[src/hw/sparse_pkg.sv]
`default_nettype none

package sparse_pkg;

	////////////////////////////////////////
	// Sparsemap geometry
	////////////////////////////////////////

	// Bits held by one bank
	localparam int MEM_SIZE = 64;
	// One chunk per prefix-sum step
	localparam int PREFIX_SUM_SIZE = 8;
	localparam int CHUNK_NUM = MEM_SIZE / PREFIX_SUM_SIZE;
	localparam int CHUNK_ADDR_W = $clog2(CHUNK_NUM);

	// Compute array width
	localparam int COMPUTE_UNIT_NUM = 4;

	////////////////////////////////////////
	// Load stream
	////////////////////////////////////////

	localparam int LD_WORD_W = 16;
	// Words needed to fill a bank
	localparam int LD_WORD_NUM = MEM_SIZE / LD_WORD_W;
	localparam int LD_ADDR_W = $clog2(LD_WORD_NUM);
	// Index of the word that completes a bank
	localparam logic [LD_ADDR_W-1:0] LD_ADDR_LAST = LD_ADDR_W'(LD_WORD_NUM - 1);

	// Popcount result, 0 up to PREFIX_SUM_SIZE inclusive
	localparam int CNT_W = $clog2(PREFIX_SUM_SIZE + 1);

endpackage

`default_nettype wire

[src/hw/sparsemap_wr_if.sv]
`timescale 1ns/1ps
`default_nettype none

interface sparsemap_wr_if;

	// Single-cycle write strobe
	logic                             wr_en;
	// Target bank, always the one not being read once a map is live
	logic                             wr_bank;
	logic [sparse_pkg::LD_ADDR_W-1:0] wr_addr;
	logic [sparse_pkg::LD_WORD_W-1:0] wr_data;
	// Last word of the map, bank becomes readable
	logic                             commit;

	// Producer side
	modport loader (
		output wr_en, wr_bank, wr_addr, wr_data, commit
	);

	// Storage side
	modport buffer (
		input wr_en, wr_bank, wr_addr, wr_data, commit
	);

endinterface

`default_nettype wire

[src/hw/chunk_popcount_unit.sv]
`timescale 1ns/1ps
`default_nettype none

module chunk_popcount_unit (
	input  wire logic                                   clk_i,
	input  wire logic                                   rst_n_i,
	input  wire logic                                   q_valid_i,
	input  wire logic [sparse_pkg::PREFIX_SUM_SIZE-1:0] chunk_i,
	output logic      [sparse_pkg::PREFIX_SUM_SIZE-1:0] chunk_o,
	output logic      [sparse_pkg::CNT_W-1:0]           count_o,
	output logic                                        valid_o
);

	logic [sparse_pkg::CNT_W-1:0]           count_d;
	logic [sparse_pkg::PREFIX_SUM_SIZE-1:0] chunk_q;
	logic [sparse_pkg::CNT_W-1:0]           count_q;
	logic                                   valid_q;

	////////////////////////////////////////
	// Set-bit count
	////////////////////////////////////////

	// Non-zero count for the prefix sums
	always_comb begin
		count_d = '0;
		for (int i = 0; i < sparse_pkg::PREFIX_SUM_SIZE; i++) begin
			count_d = count_d + {{(sparse_pkg::CNT_W-1){1'b0}}, chunk_i[i]};
		end
	end

	// Payload capture on query
	always_ff @(posedge clk_i) begin
		if (q_valid_i) begin
			chunk_q <= chunk_i;
			count_q <= count_d;
		end
	end

	// Valid tracks the query one cycle late
	always_ff @(posedge clk_i) begin
		if (!rst_n_i) begin
			valid_q <= 1'b0;
		end else begin
			valid_q <= q_valid_i;
		end
	end

	assign chunk_o = chunk_q;
	assign count_o = count_q;
	assign valid_o = valid_q;

	// Count is bounded by the chunk width
	a_count_range: assert property (
		@(posedge clk_i) disable iff (!rst_n_i)
		valid_o |-> (count_o <= sparse_pkg::PREFIX_SUM_SIZE)
	);

endmodule

`default_nettype wire

[src/hw/dat_chunk_comb_sparsemap.sv]
`timescale 1ns/1ps
`default_nettype none

module dat_chunk_comb_sparsemap (
	input  wire logic                                                   rd_sel_i,
	input  wire logic [1:0][sparse_pkg::MEM_SIZE-1:0]                   rd_sparsemap_i,
	input  wire logic [sparse_pkg::COMPUTE_UNIT_NUM-1:0]
	                  [sparse_pkg::CHUNK_ADDR_W-1:0]                    rd_sparsemap_addr_i,
	output logic      [sparse_pkg::COMPUTE_UNIT_NUM-1:0]
	                  [sparse_pkg::PREFIX_SUM_SIZE-1:0]                 rd_sparsemap_o
);

	// Per-bank copy of every unit address
	logic [1:0][sparse_pkg::COMPUTE_UNIT_NUM-1:0][sparse_pkg::CHUNK_ADDR_W-1:0] bank_addr;
	// Per-bank chunk for every unit
	logic [1:0][sparse_pkg::COMPUTE_UNIT_NUM-1:0][sparse_pkg::PREFIX_SUM_SIZE-1:0] bank_chunk;

	// Steer addresses, idle bank sees zero
	always_comb begin
		for (int u = 0; u < sparse_pkg::COMPUTE_UNIT_NUM; u++) begin
			bank_addr[0][u] = rd_sel_i ? '0 : rd_sparsemap_addr_i[u];
			bank_addr[1][u] = rd_sel_i ? rd_sparsemap_addr_i[u] : '0;
		end
	end

	// Chunk mux per bank and unit
	always_comb begin
		for (int b = 0; b < 2; b++) begin
			for (int u = 0; u < sparse_pkg::COMPUTE_UNIT_NUM; u++) begin
				bank_chunk[b][u] = '0;
				for (int k = 0; k < sparse_pkg::CHUNK_NUM; k++) begin
					// chunk k = bits PREFIX_SUM_SIZE*k upward
					if (bank_addr[b][u] == k) begin
						bank_chunk[b][u] =
							rd_sparsemap_i[b][sparse_pkg::PREFIX_SUM_SIZE*k +: sparse_pkg::PREFIX_SUM_SIZE];
					end
				end
			end
		end
	end

	// Final pick from the readable bank
	always_comb begin
		for (int u = 0; u < sparse_pkg::COMPUTE_UNIT_NUM; u++) begin
			rd_sparsemap_o[u] = rd_sel_i ? bank_chunk[1][u] : bank_chunk[0][u];
		end
	end

endmodule

`default_nettype wire

[src/hw/sparse_chunk_top.sv]
`timescale 1ns/1ps
`default_nettype none

module sparse_chunk_top (
	input  wire logic                         clk_i,
	input  wire logic                         rst_n_i,
	// Sparsemap load stream
	input  wire logic                         ld_valid_i,
	input  wire logic [sparse_pkg::LD_WORD_W-1:0] ld_data_i,
	// Per-unit chunk queries with unit j at bits CHUNK_ADDR_W*j
	input  wire logic                         q_valid_i,
	input  wire logic [sparse_pkg::COMPUTE_UNIT_NUM*sparse_pkg::CHUNK_ADDR_W-1:0] q_addr_i,
	output logic                              map_ready_o,
	output logic                              count_valid_o,
	output logic [sparse_pkg::COMPUTE_UNIT_NUM*sparse_pkg::PREFIX_SUM_SIZE-1:0] chunks_o,
	output logic [sparse_pkg::COMPUTE_UNIT_NUM*sparse_pkg::CNT_W-1:0]           counts_o
);

	logic [1:0][sparse_pkg::MEM_SIZE-1:0]                                          banks;
	logic                                                                          rd_sel;
	logic [sparse_pkg::COMPUTE_UNIT_NUM-1:0][sparse_pkg::CHUNK_ADDR_W-1:0]          unit_addr;
	logic [sparse_pkg::COMPUTE_UNIT_NUM-1:0][sparse_pkg::PREFIX_SUM_SIZE-1:0]       unit_chunk;
	logic [sparse_pkg::COMPUTE_UNIT_NUM-1:0][sparse_pkg::PREFIX_SUM_SIZE-1:0]       unit_chunk_q;
	logic [sparse_pkg::COMPUTE_UNIT_NUM-1:0][sparse_pkg::CNT_W-1:0]                 unit_count;
	logic [sparse_pkg::COMPUTE_UNIT_NUM-1:0]                                       unit_valid;

	sparsemap_wr_if wr_if ();

	////////////////////////////////////////
	// Producer and storage
	////////////////////////////////////////

	sparsemap_loader u_loader (
		.clk_i      (clk_i),
		.rst_n_i    (rst_n_i),
		.ld_valid_i (ld_valid_i),
		.ld_data_i  (ld_data_i),
		.wr         (wr_if.loader)
	);

	sparsemap_pingpong_buf u_buf (
		.clk_i       (clk_i),
		.rst_n_i     (rst_n_i),
		.wr          (wr_if.buffer),
		.bank_o      (banks),
		.rd_sel_o    (rd_sel),
		.map_ready_o (map_ready_o)
	);

	////////////////////////////////////////
	// Consumers
	////////////////////////////////////////

	// Flat query bus already matches the packed unit layout
	assign unit_addr = q_addr_i;

	dat_chunk_comb_sparsemap u_reader (
		.rd_sel_i            (rd_sel),
		.rd_sparsemap_i      (banks),
		.rd_sparsemap_addr_i (unit_addr),
		.rd_sparsemap_o      (unit_chunk)
	);

	for (genvar j = 0; j < sparse_pkg::COMPUTE_UNIT_NUM; j++) begin : g_unit
		chunk_popcount_unit u_pop (
			.clk_i     (clk_i),
			.rst_n_i   (rst_n_i),
			.q_valid_i (q_valid_i),
			.chunk_i   (unit_chunk[j]),
			.chunk_o   (unit_chunk_q[j]),
			.count_o   (unit_count[j]),
			.valid_o   (unit_valid[j])
		);
	end

	// Units run in lockstep so unit 0 speaks for all
	assign count_valid_o = unit_valid[0];
	assign chunks_o      = unit_chunk_q;
	assign counts_o      = unit_count;

endmodule

`default_nettype wire

[src/hw/sparsemap_loader.sv]
`timescale 1ns/1ps
`default_nettype none

module sparsemap_loader (
	input  wire logic                             clk_i,
	input  wire logic                             rst_n_i,
	input  wire logic                             ld_valid_i,
	input  wire logic [sparse_pkg::LD_WORD_W-1:0] ld_data_i,
	sparsemap_wr_if.loader                        wr
);

	// Word index inside the map being loaded
	logic [sparse_pkg::LD_ADDR_W-1:0] word_cnt_q;
	// Bank currently being filled
	logic                             wr_bank_q;
	logic                             last_word;

	assign last_word = (word_cnt_q == sparse_pkg::LD_ADDR_LAST);

	////////////////////////////////////////
	// Write presentation
	////////////////////////////////////////

	// Stream word goes straight to the buffer
	assign wr.wr_en   = ld_valid_i;
	assign wr.wr_bank = wr_bank_q;
	assign wr.wr_addr = word_cnt_q;
	assign wr.wr_data = ld_data_i;
	// Fourth word closes the bank
	assign wr.commit  = ld_valid_i & last_word;

	////////////////////////////////////////
	// Pointers
	////////////////////////////////////////

	always_ff @(posedge clk_i) begin
		if (!rst_n_i) begin
			word_cnt_q <= '0;
			wr_bank_q  <= 1'b0;
		end else if (ld_valid_i) begin
			if (last_word) begin
				// Next map starts in the other bank
				word_cnt_q <= '0;
				wr_bank_q  <= ~wr_bank_q;
			end else begin
				word_cnt_q <= word_cnt_q + 1'b1;
			end
		end
	end

	// Commit only rides on a write of the last word
	a_commit_with_write: assert property (
		@(posedge clk_i) disable iff (!rst_n_i)
		wr.commit |-> wr.wr_en && (wr.wr_addr == sparse_pkg::LD_ADDR_LAST)
	);

endmodule

`default_nettype wire

[src/hw/sparsemap_pingpong_buf.sv]
`timescale 1ns/1ps
`default_nettype none

module sparsemap_pingpong_buf (
	input  wire logic                                  clk_i,
	input  wire logic                                  rst_n_i,
	sparsemap_wr_if.buffer                             wr,
	output logic [1:0][sparse_pkg::MEM_SIZE-1:0]       bank_o,
	output logic                                       rd_sel_o,
	output logic                                       map_ready_o
);

	// Both sparsemap banks
	logic [1:0][sparse_pkg::MEM_SIZE-1:0] bank_q;
	// Readable bank
	logic                                 rd_sel_q;
	// Set once any map has been committed
	logic                                 map_ready_q;

	////////////////////////////////////////
	// Bank storage
	////////////////////////////////////////

	// Word k lands at bits LD_WORD_W*k upward
	always_ff @(posedge clk_i) begin
		if (!rst_n_i) begin
			bank_q <= '0;
		end else if (wr.wr_en) begin
			bank_q[wr.wr_bank][sparse_pkg::LD_WORD_W*wr.wr_addr +: sparse_pkg::LD_WORD_W]
				<= wr.wr_data;
		end
	end

	////////////////////////////////////////
	// Read select
	////////////////////////////////////////

	always_ff @(posedge clk_i) begin
		if (!rst_n_i) begin
			rd_sel_q    <= 1'b0;
			map_ready_q <= 1'b0;
		end else if (wr.commit) begin
			// Freshly completed bank becomes the readable one
			rd_sel_q    <= wr.wr_bank;
			map_ready_q <= 1'b1;
		end
	end

	assign bank_o      = bank_q;
	assign rd_sel_o    = rd_sel_q;
	assign map_ready_o = map_ready_q;

	// Live map must stay untouched while the loader fills the other bank
	a_no_write_to_rd_bank: assert property (
		@(posedge clk_i) disable iff (!rst_n_i)
		(wr.wr_en && map_ready_q) |-> (wr.wr_bank != rd_sel_q) || wr.commit
	);

endmodule

`default_nettype wire

[config.mk]
export PLATFORM = sky130hd
export DESIGN_NAME = sparse_chunk_top
export DESIGN_NICKNAME = d
export VERILOG_FILES = /design/src/hw/sparse_pkg.sv /design/src/hw/sparsemap_wr_if.sv /design/src/hw/chunk_popcount_unit.sv /design/src/hw/dat_chunk_comb_sparsemap.sv /design/src/hw/sparse_chunk_top.sv /design/src/hw/sparsemap_loader.sv /design/src/hw/sparsemap_pingpong_buf.sv
export SDC_FILE = /design/constraint.sdc
export NUM_CORES = 1
export LEC_CHECK = 0
export ABC_CLOCK_PERIOD_IN_PS = 6110
export CORE_UTILIZATION = 44
export DETAILED_ROUTE_END_ITERATION = 8
export DONT_BUFFER_PORTS = 1
export PLACE_DENSITY_LB_ADDON = 0.15
export SLEW_MARGIN = 20
export SYNTH_ARGS = -nofsm -noshare
export SYNTH_HDL_FRONTEND = slang
export SYNTH_SLANG_ARGS = --single-unit
export TNS_END_PERCENT = 20
[constraint.sdc]
create_clock -name clk_i -period 6.11 [get_ports clk_i]
set_input_delay 1.222 -clock clk_i [delete_from_list [all_inputs] [get_ports clk_i]]
set_output_delay 1.222 -clock clk_i [all_outputs]
set_load 0.03 [all_outputs]
==> results.sh <==
export IMPL_detail_route_antenna_nets=0
export IMPL_synth_top_area_share_pct=20.36
export IMPL_post_route_min_period_ns=4.869
export IMPL_groute_usage_overall_pct=43.93
export IMPL_setup_tns_ns=0
export IMPL_leakage_nw=4.558
export IMPL_drtIter0Drc=2462
export IMPL_crit_reg_reg_endpoint="g_unit[0].u_pop.count_o[2]"
export IMPL_grt_pass1_vias=12349
export IMPL_worst_setup_timing_slack_at_the_placement_stage_ns=1.056
export IMPL_firstDrtPassIters=7
export IMPL_path_clk_slew_ns=0.09
export IMPL_dominant_cell_by_count_in_the_synthesized_netlist="sky130_fd_sc_hd__nand2_1"
export IMPL_hold_class="reg -> reg"
export IMPL_initial_utilization_pct=45.30
export IMPL_synth_main_ff_cell="sky130_fd_sc_hd__dfxtp_1"
export IMPL_synth_async_reset_ratio_pct=0
export IMPL_ys_top_cells_by_count="sky130_fd_sc_hd__nand2_1, sky130_fd_sc_hd__nand3_1, sky130_fd_sc_hd__dfxtp_1"
export IMPL_io_buffer_count=0
export IMPL_grt_first_pass_wirelength_mm=93.99
export IMPL_outcome="completed"
export IMPL_floorplan_io_pins=82
export IMPL_internal_reg_to_reg_setup_slack_ns=1.24
export IMPL_filler_cell_count=2890
export IMPL_vias_per_cell=7.152
export IMPL_coreArea_um2=29090
export IMPL_num_vias=13682
export IMPL_die_area_um2=30650
export IMPL_whs_endpoint="u_buf.bank_o[40]"
export IMPL_synth_enable_flop_cells=48
export IMPL_globalRoute_totalOverflow=0
export IMPL_die_width_um=175.1
export IMPL_worst_hold_path_num_cells=2
export IMPL_antenna_found_initial=9
export IMPL_post_route_cells_drive_above_1_share_pct=5.778
export IMPL_maximum_number_of_pins_on_one_net_before_global_route_repair=135
export IMPL_max_slew_worst_pin_slew_ns=0.8874
export IMPL_routed_wire_length_per_instance_um=35.39
export IMPL_ys_seq_elements=182
export IMPL_clock_insertion_delay_worst_skew_ns=0.46
export IMPL_yosys_top_cells_area="sky130_fd_sc_hd__dfxtp_1, sky130_fd_sc_hd__edfxtp_1, sky130_fd_sc_hd__a21boi_0"
export IMPL_worst_path_largest_cell_delay_ns=0.79
export IMPL_die_h_um=175.1
export IMPL_max_slew_margin_pct=40.68
export IMPL_worstPathBufferInverterCount=2
export IMPL_worst_hold_slack_ns=0.4820
export IMPL_globalplace_congestion=1.096
export IMPL_nets=1576
export IMPL_power_ir_vdd_worst_v=0.0001548
export IMPL_seq_area_um2=4128
export IMPL_critical_path_arrival_ns=5.09
export IMPL_worst_hold_startpoint="u_buf.bank_o[40]"
export IMPL_crit_path_start_kind="flip-flop"
export IMPL_drc=0
export IMPL_yosys_warnings=0
export IMPL_fin_crit_sh_pct=79.70
export IMPL_cts_root_buf="sky130_fd_sc_hd__clkbuf_16"
export IMPL_cp_cell_sequence="buf_4, o21ai_0, nand2b_1, a222oi_1, o21ai_0, o21ai_0, fa_1, fa_1, inv_1, fa_1, fa_1, xor2_1"
export IMPL_post_cts_resized=0
export IMPL_multi_input_logic_area_um2=8152
export IMPL_clock_sinks=182
export IMPL_final_setup_viol_count=0
export IMPL_finalHoldViolations=0
export IMPL_synth_largest_area_cell="sky130_fd_sc_hd__dfxtp_1"
export IMPL_timing_clock_skew_ns=0.01239
export IMPL_share_of_the_yosys_chip_area_belonging_to_registers_pct=31.30
export IMPL_core_rowCount=62
export IMPL_timing_worst_setup_path_type="reg -> reg"
export IMPL_worst_r2r_startpoint="u_buf.rd_sel_o"
export IMPL_cpLargestDelayFamily="adder cells"
export IMPL_postLayoutSetupSlackWorst_ns=1.241
export IMPL_cp_data_required_time_ns=6.33
export IMPL_drv_slew=0
export IMPL_fmax_mhz=205.4
export IMPL_postLayoutCoreUtil_pct=47.03
export IMPL_placed_area_um2=13050
export IMPL_maxCapViolCount=0
export IMPL_routed_wirelength_mm=67.70
export IMPL_path_common_cell="sky130_fd_sc_hd__fa_1"
export IMPL_synth_net_count=1713
export IMPL_cp_end_kind="flip-flop"
export IMPL_cpMaxStageDelayCell="sky130_fd_sc_hd__dfxtp_4"
export IMPL_tritoncts_num_buffers=17
export IMPL_synth_lib_cells_used_distinct=71
export IMPL_gate_count_of_the_mapped_netlist=1647
export IMPL_final_design_area_no_fill_um2=13680
export IMPL_cts_hold_buf=0
export IMPL_maximum_buffer_depth_of_the_clock_tree=2
export IMPL_synth_cell_area_um2=13180
export IMPL_crit_path_max_fanout=53
export IMPL_place_hpwl_mm=46.25
export IMPL_syn_avg_cell_area_um2=8.001
export IMPL_post_cts_setup_buffer_count=0
export IMPL_area_growth_pct=3.827
export IMPL_power_density_nw_per_um2=215.3
export IMPL_grt_setup_unrepaired="no"
export IMPL_tritoncts="done"
export IMPL_worst_r2r_cell_count=12
export IMPL_cts_htree_levels=4
## how the worst max path moves through the flow
stage          slack, ns  cells after the start           start                         end
2_1_floorplan       1.23                     14     q_addr_i[0]  g_unit[0].u_pop.count_o[2]
3_3_place_gp        1.12                     13     q_addr_i[6]  g_unit[2].u_pop.count_o[2]
3_5_place_dp        1.06                     13     q_addr_i[6]  g_unit[2].u_pop.count_o[2]
4_1_cts             1.41                     14  u_buf.rd_sel_o  g_unit[0].u_pop.count_o[2]
5_1_grt             1.11                     12  u_buf.rd_sel_o  g_unit[0].u_pop.count_o[2]
6_report            1.24                     12  u_buf.rd_sel_o  g_unit[0].u_pop.count_o[2]
## logic make-up after synthesis
| kind of cell | after synthesis | share of synthesized area, % |
|---|---|---|
| AOI/OAI and AO/OA | 576 | 29.93 |
| and+or+nand+nor | 530 | 18.74 |
| buffers and inverters | 218 | 6.998 |
| DFF | 182 | 31.30 |
| muxes | 101 | 8.498 |
| adders and majority gates | 34 | 4.140 |
| xor gates and xnor gates | 6 | 0.3989 |
## through the flow
stage / cells / total power (W)
floorplan: 1647 / 0.001726
global placement: 1875 / 0.001756
detailed placement: 1875 / 0.001762
CTS: 1907 / 0.002935
global route: 1908 / 0.003020
finish: 1913 / 0.002945
## report_power, final
part / switching, W / internal, W
Clock: 0.000621 / 0.000584
Combinational: 0.000200 / 0.000139
Sequential: 0.000112 / 0.00129
Total: 0.000933 / 0.00201
## per-layer routing
layer	share of wire [%]	wire, µm	GRT usage (%)
met5	0.13	90	0
met4	7.8	5283	31.27
met3	13	9112	15.91
met2	41	27770	61.54
met1	38	25440	55.40
## flip-flops by register name (all words and copies together), names as in the netlist
signal / count
u_buf.bank_o: 128
g_unit.u_pop.valid_o: 1
g_unit.u_pop.chunk_o: 32
g_unit.u_pop.count_o: 16
u_loader.wr.wr_bank: 1
u_loader.wr.wr_addr: 2
u_buf.map_ready_o: 1
u_buf.rd_sel_o: 1
## layout by cell type (no fill, tap or decap), types with 22 or more instances in the layout
| master | n |
|---|---|
| sky130_fd_sc_hd__nor2_1 | 61 |
| sky130_fd_sc_hd__inv_1 | 47 |
| sky130_fd_sc_hd__dfxtp_1 | 133 |
| sky130_fd_sc_hd__nand2_1 | 211 |
| sky130_fd_sc_hd__a21oi_1 | 89 |
| sky130_fd_sc_hd__edfxtp_1 | 48 |
| sky130_fd_sc_hd__o221ai_1 | 22 |
| sky130_fd_sc_hd__o22ai_1 | 29 |
| sky130_fd_sc_hd__o21ai_0 | 116 |
| sky130_fd_sc_hd__nor2b_1 | 39 |
| sky130_fd_sc_hd__a21boi_0 | 129 |
| sky130_fd_sc_hd__mux2i_1 | 77 |
| sky130_fd_sc_hd__nand3_1 | 152 |
| sky130_fd_sc_hd__a22oi_1 | 26 |
## final cells by class
cell class	instances	area share [%]
Timing Repair Buffer	14	0.7682
Clock inverter	14	1.253
Clock buffer	18	3.292
Sequential cell	182	30.17
Antenna cell	6	0.1097
Multi-Input combinational cell	1247	59.58
Inverter	48	1.317
Tap cell	384	3.512
## tightest hold or removal path: cells and delay by family (launching register included)
family           cells  cell delay, ns
AO/OA/AOI/OAI        1            0.07
flip-flops           1            0.32
AND/OR/NAND/NOR      1            0.05
No activity file was read; power rests on OpenSTA's default activity.
